==> src/fetch_frontend_defines.svh <==
`ifndef FETCH_FRONTEND_DEFINES_SVH
`define FETCH_FRONTEND_DEFINES_SVH

// Queue geometry
`define FB_DEPTH 16 // Entries in the fetch queue
`define FB_PTR_W 5  // Occupancy count runs from 0 to FB_DEPTH

// Six-bit major opcodes of the branch and jump group
`define BR_OP_LO 6'h12
`define BR_OP_HI 6'h17

`endif

==> src/fetch_frontend_pkg.sv <==
package fetch_frontend_pkg;

    // One 32-bit instruction word with two field layouts over the same bits
    typedef union packed {
        struct packed {
            logic [16:0] op; // Major and minor opcode of the 3R layout
            logic [4:0]  rk;
            logic [4:0]  rj;
            logic [4:0]  rd; // Destination register
        } rfmt;
        struct packed {
            logic [5:0]  op6;  // Branch major opcode
            logic [15:0] offs; // Low part of the word offset
            logic [4:0]  rj;
            logic [4:0]  rd;
        } bfmt;
    } inst_word_u;

endpackage

==> src/issue_pair_ctrl.sv <==
`timescale 1ns/10ps
`include "fetch_frontend_defines.svh"

module issue_pair_ctrl (
    input  logic                           stall,
    input  logic [1:0]                     head_count,
    input  fetch_frontend_pkg::inst_word_u head0_inst,
    input  fetch_frontend_pkg::inst_word_u head1_inst,
    input  logic [15:0]                    head0_excp_arg,
    output logic [1:0]                     pop_cnt,
    output logic                           issue0_valid,
    output logic                           issue1_valid
);

    logic older_branch;
    logic older_excp;
    logic raw_hazard;
    logic pair_ok;

    // Branch test reads the word through the branch layout
    assign older_branch = (head0_inst.bfmt.op6 >= `BR_OP_LO) &&
                          (head0_inst.bfmt.op6 <= `BR_OP_HI);

    assign older_excp = head0_excp_arg != 16'd0;

    // r0 is hardwired to zero so writing it never creates a dependency
    assign raw_hazard = (head0_inst.rfmt.rd != 5'd0) &&
                        ((head0_inst.rfmt.rd == head1_inst.rfmt.rj) ||
                         (head0_inst.rfmt.rd == head1_inst.rfmt.rk));

    assign pair_ok = (head_count == 2'd2) && !older_branch && !older_excp && !raw_hazard;

    assign issue0_valid = !stall && (head_count != 2'd0);
    assign issue1_valid = issue0_valid && pair_ok; // Younger slot only rides along the older

    assign pop_cnt = {1'b0, issue0_valid} + {1'b0, issue1_valid};

endmodule

==> config.mk <==
export PLATFORM = sky130hd
export DESIGN_NAME = issue_pair_ctrl
export DESIGN_NICKNAME = d
export VERILOG_FILES = /design/src/fetch_frontend_pkg.sv /design/src/issue_pair_ctrl.sv
export VERILOG_INCLUDE_DIRS = /design/src
export SDC_FILE = /design/constraint.sdc
export NUM_CORES = 1
export LEC_CHECK = 0
export ABC_AREA = 1
export ABC_CLOCK_PERIOD_IN_PS = 2510
export BUFFER_PORTS_ARGS = -buffer_cell sky130_fd_sc_hd__buf_4
export CORE_AREA = 2 2 41 43
export DETAILED_ROUTE_END_ITERATION = 8
export DIE_AREA = 0 0 43 45
export PLACE_DENSITY = 0.94
export SLEW_MARGIN = 20
export SYNTH_ARGS = -nofsm -noshare
export SYNTH_HDL_FRONTEND = slang
export SYNTH_SLANG_ARGS = --single-unit
==> constraint.sdc <==
create_clock -name vclk -period 2.51
set_input_delay 0.3765 -clock vclk [all_inputs]
set_output_delay 0.3765 -clock vclk [all_outputs]
set_load 0.03 [all_outputs]
==> summary.txt <==
status -> complete, no violations
max cap viols -> 0
post-route design area -> 651 um2
Seq Cell Count -> 0
final period utilization -> 0.700
full die area -> 1940 um2
most frequent cell after synthesis -> nand2_1
DRT antenna net count -> 0
cts hold-fix bufs -> 0
VDD IR max -> 0.0594 mV
dominant cells by area after synthesis -> nand2_1 (31%), nor2_1 (23%), inv_1 (13%)
WP data arrival -> 1.38 ns
Hold Crit Start -> stall
Logic pwr share -> 1.000
post-synthesis adder-cell area fraction -> 0
CP endpoint kind -> primary output
Synth Warn # -> 0
initial core utilization -> 0.214
post-DP HPWL -> 1050 um
hold path endpoint -> issue0_valid
IO Port Bufs -> 43
DP Area -> 651 um2
Synth Area in Compound Gates -> 0.0437
Gate Count Post-Synth -> 72
M3 GR Usage -> 0.00400
CP startpoint -> head0_excp_arg[3]
P_leak -> 0.000395 uW
Fill cells -> 173
syn nets -> 155
Netlist Area Pre-Place -> 315 um2
RSZ-0062 raised after global routing -> no
all-layer global routing usage -> 0.105
library cells used by synthesis -> 15
mux contribution to synthesized area -> 0
pwr/cell area -> 139 nW/um2
Int Power -> 54.6 uW
fmax -> 569 MHz
post-route minimum period -> 1.76 ns
Ports -> 87
Sw Share -> 0.397
CP Class -> in -> out
hold path depth -> 3
Psw -> 35.9 uW
Synth Area in Simple Gates -> 0.722
Post-Syn Area per Cell -> 4.38 um2
fraction of layout cells with a size suffix above 1 -> 0.439
setup TNS -> 0 ns
area occupied by multi-input gates -> 259 um2
leading area contributor after synthesis -> nand2_1
final RePlAce weighted congestion -> 0.712
First DRT Iteration DRCs -> 0
Fin. Hold Viols -> 0
routed vias/inst -> 4.21
postcts setup bufs -> 0
Slew Limit Fails -> 0
final setup vio count -> 0
Synth top area share -> 0.310
FF/Latch Area -> 0 um2
met1 usage -> 0.113
area grow syn2layout -> 106%
largest net degree at the start of global routing -> 6
Critical Path RT -> 2.13 ns
largest family of logic cells by synthesized area -> simple AND/OR/NAND/NOR gates
Layout Nets -> 199
worst hold path class -> in -> out
number of detailed-route iterations in the first pass -> 1
Slew headroom -> 0.836
first-pass GRT wire length -> 1660 um
Overflow after GRT -> 0
area of the core -> 1470 um2
DR DRC count -> 0
vias in the first global route -> 436
via count -> 547
post-DR wirelength/cell -> 8.55 um
Post-synth top cells -> nand2_1 (26), nor2_1 (19), inv_1 (11)
Row Count -> 14
CP Max Fanout -> 2
met2 usage -> 0.236
initial antenna violation count -> 0
CP startpoint kind -> input port
# resized after CTS -> 0
Die H -> 45 um
final-layout clock buffer total -> 0
antenna diode count -> 0
total wire length -> 1110 um
sequential share of power -> 0
Worst Tran Pin Value -> 0.244 ns
Clk pwr share -> 0
Die X -> 43 um
post-synthesis sequential area ratio -> 0
Top Usage Layer GRT -> met2
XOR/XNOR Fraction of Synth Area -> 0.0556
## worst max path at each step
stage	endpoint
after floorplan	pop_cnt[1]
after global placement	pop_cnt[1]
after detailed placement	issue1_valid
after CTS	issue1_valid
after global routing	issue1_valid
final	issue1_valid
## cells in the final DEF (no fill, tap or decap)
| cell type | n |
|---|---|
| nand3_1 | 2 |
| xnor2_1 | 2 |
| nor3b_1 | 1 |
| nor2_2 | 1 |
| nor2_1 | 19 |
| nor4_1 | 1 |
| inv_1 | 11 |
| nand4_1 | 1 |
| nand2_1 | 26 |
| nor3_2 | 1 |
| o21ai_0 | 1 |
| a21oi_2 | 1 |
| inv_2 | 2 |
| buf_4 | 43 |
| nand2_2 | 2 |
## area by class of cell
type	count	share of cell area
Tap cell	16	0.0308
Timing Repair Buffer	43	0.496
Inverter	13	0.0750
Multi-Input combinational cell	58	0.398
## power groups by stage
stage	registers (uW)	logic, uW	clock network, uW
after global placement	0	87.6	0
after CTS	0	91.2	0
after floorplan	0	32.0	0
final	0	90.5	0
after detailed placement	0	91.0	0
after global routing	0	100	0
## worst max-delay path, cell delays in order
cell	delay, ns
buf_4	0.11
nor2_1	0.10
nand2_1	0.07
nor3_2	0.10
nand2_1	0.09
nor2_2	0.14
nand2_1	0.07
nor2_1	0.14
buf_4	0.19
## kinds of logic after synthesis
kind of cell           count (synthesis)
AND/OR/NAND/NOR                       54
XOR/XNOR                               2
buffers and inverters                 14
AO/OA/AOI/OAI                          2
## stage by stage
step / hold WS (ns) / power, uW / cells / util / setup WS (ns)
after floorplan: 0.872 / 32.0 / 72 / - / 0.417
after global placement: 1.03 / 87.6 / 130 / 0.442 / 0.821
after detailed placement: 1.04 / 91.0 / 130 / 0.442 / 0.731
after CTS: 1.04 / 91.2 / 130 / 0.442 / 0.730
after global routing: 1.05 / 100 / 130 / 0.442 / 0.650
final: 1.04 / 90.5 / 130 / 0.442 / 0.754
## layer usage
metal / share of wire / wire, um / vias to the layer above
met4: 0 / 0 / 0
met1: 0.34 / 383 / 230
met3: 0.076 / 84 / 0
met2: 0.58 / 644 / 20
met5: 0 / 0 / -
li1: - / - / 297
(Power assumes the default switching activity.)
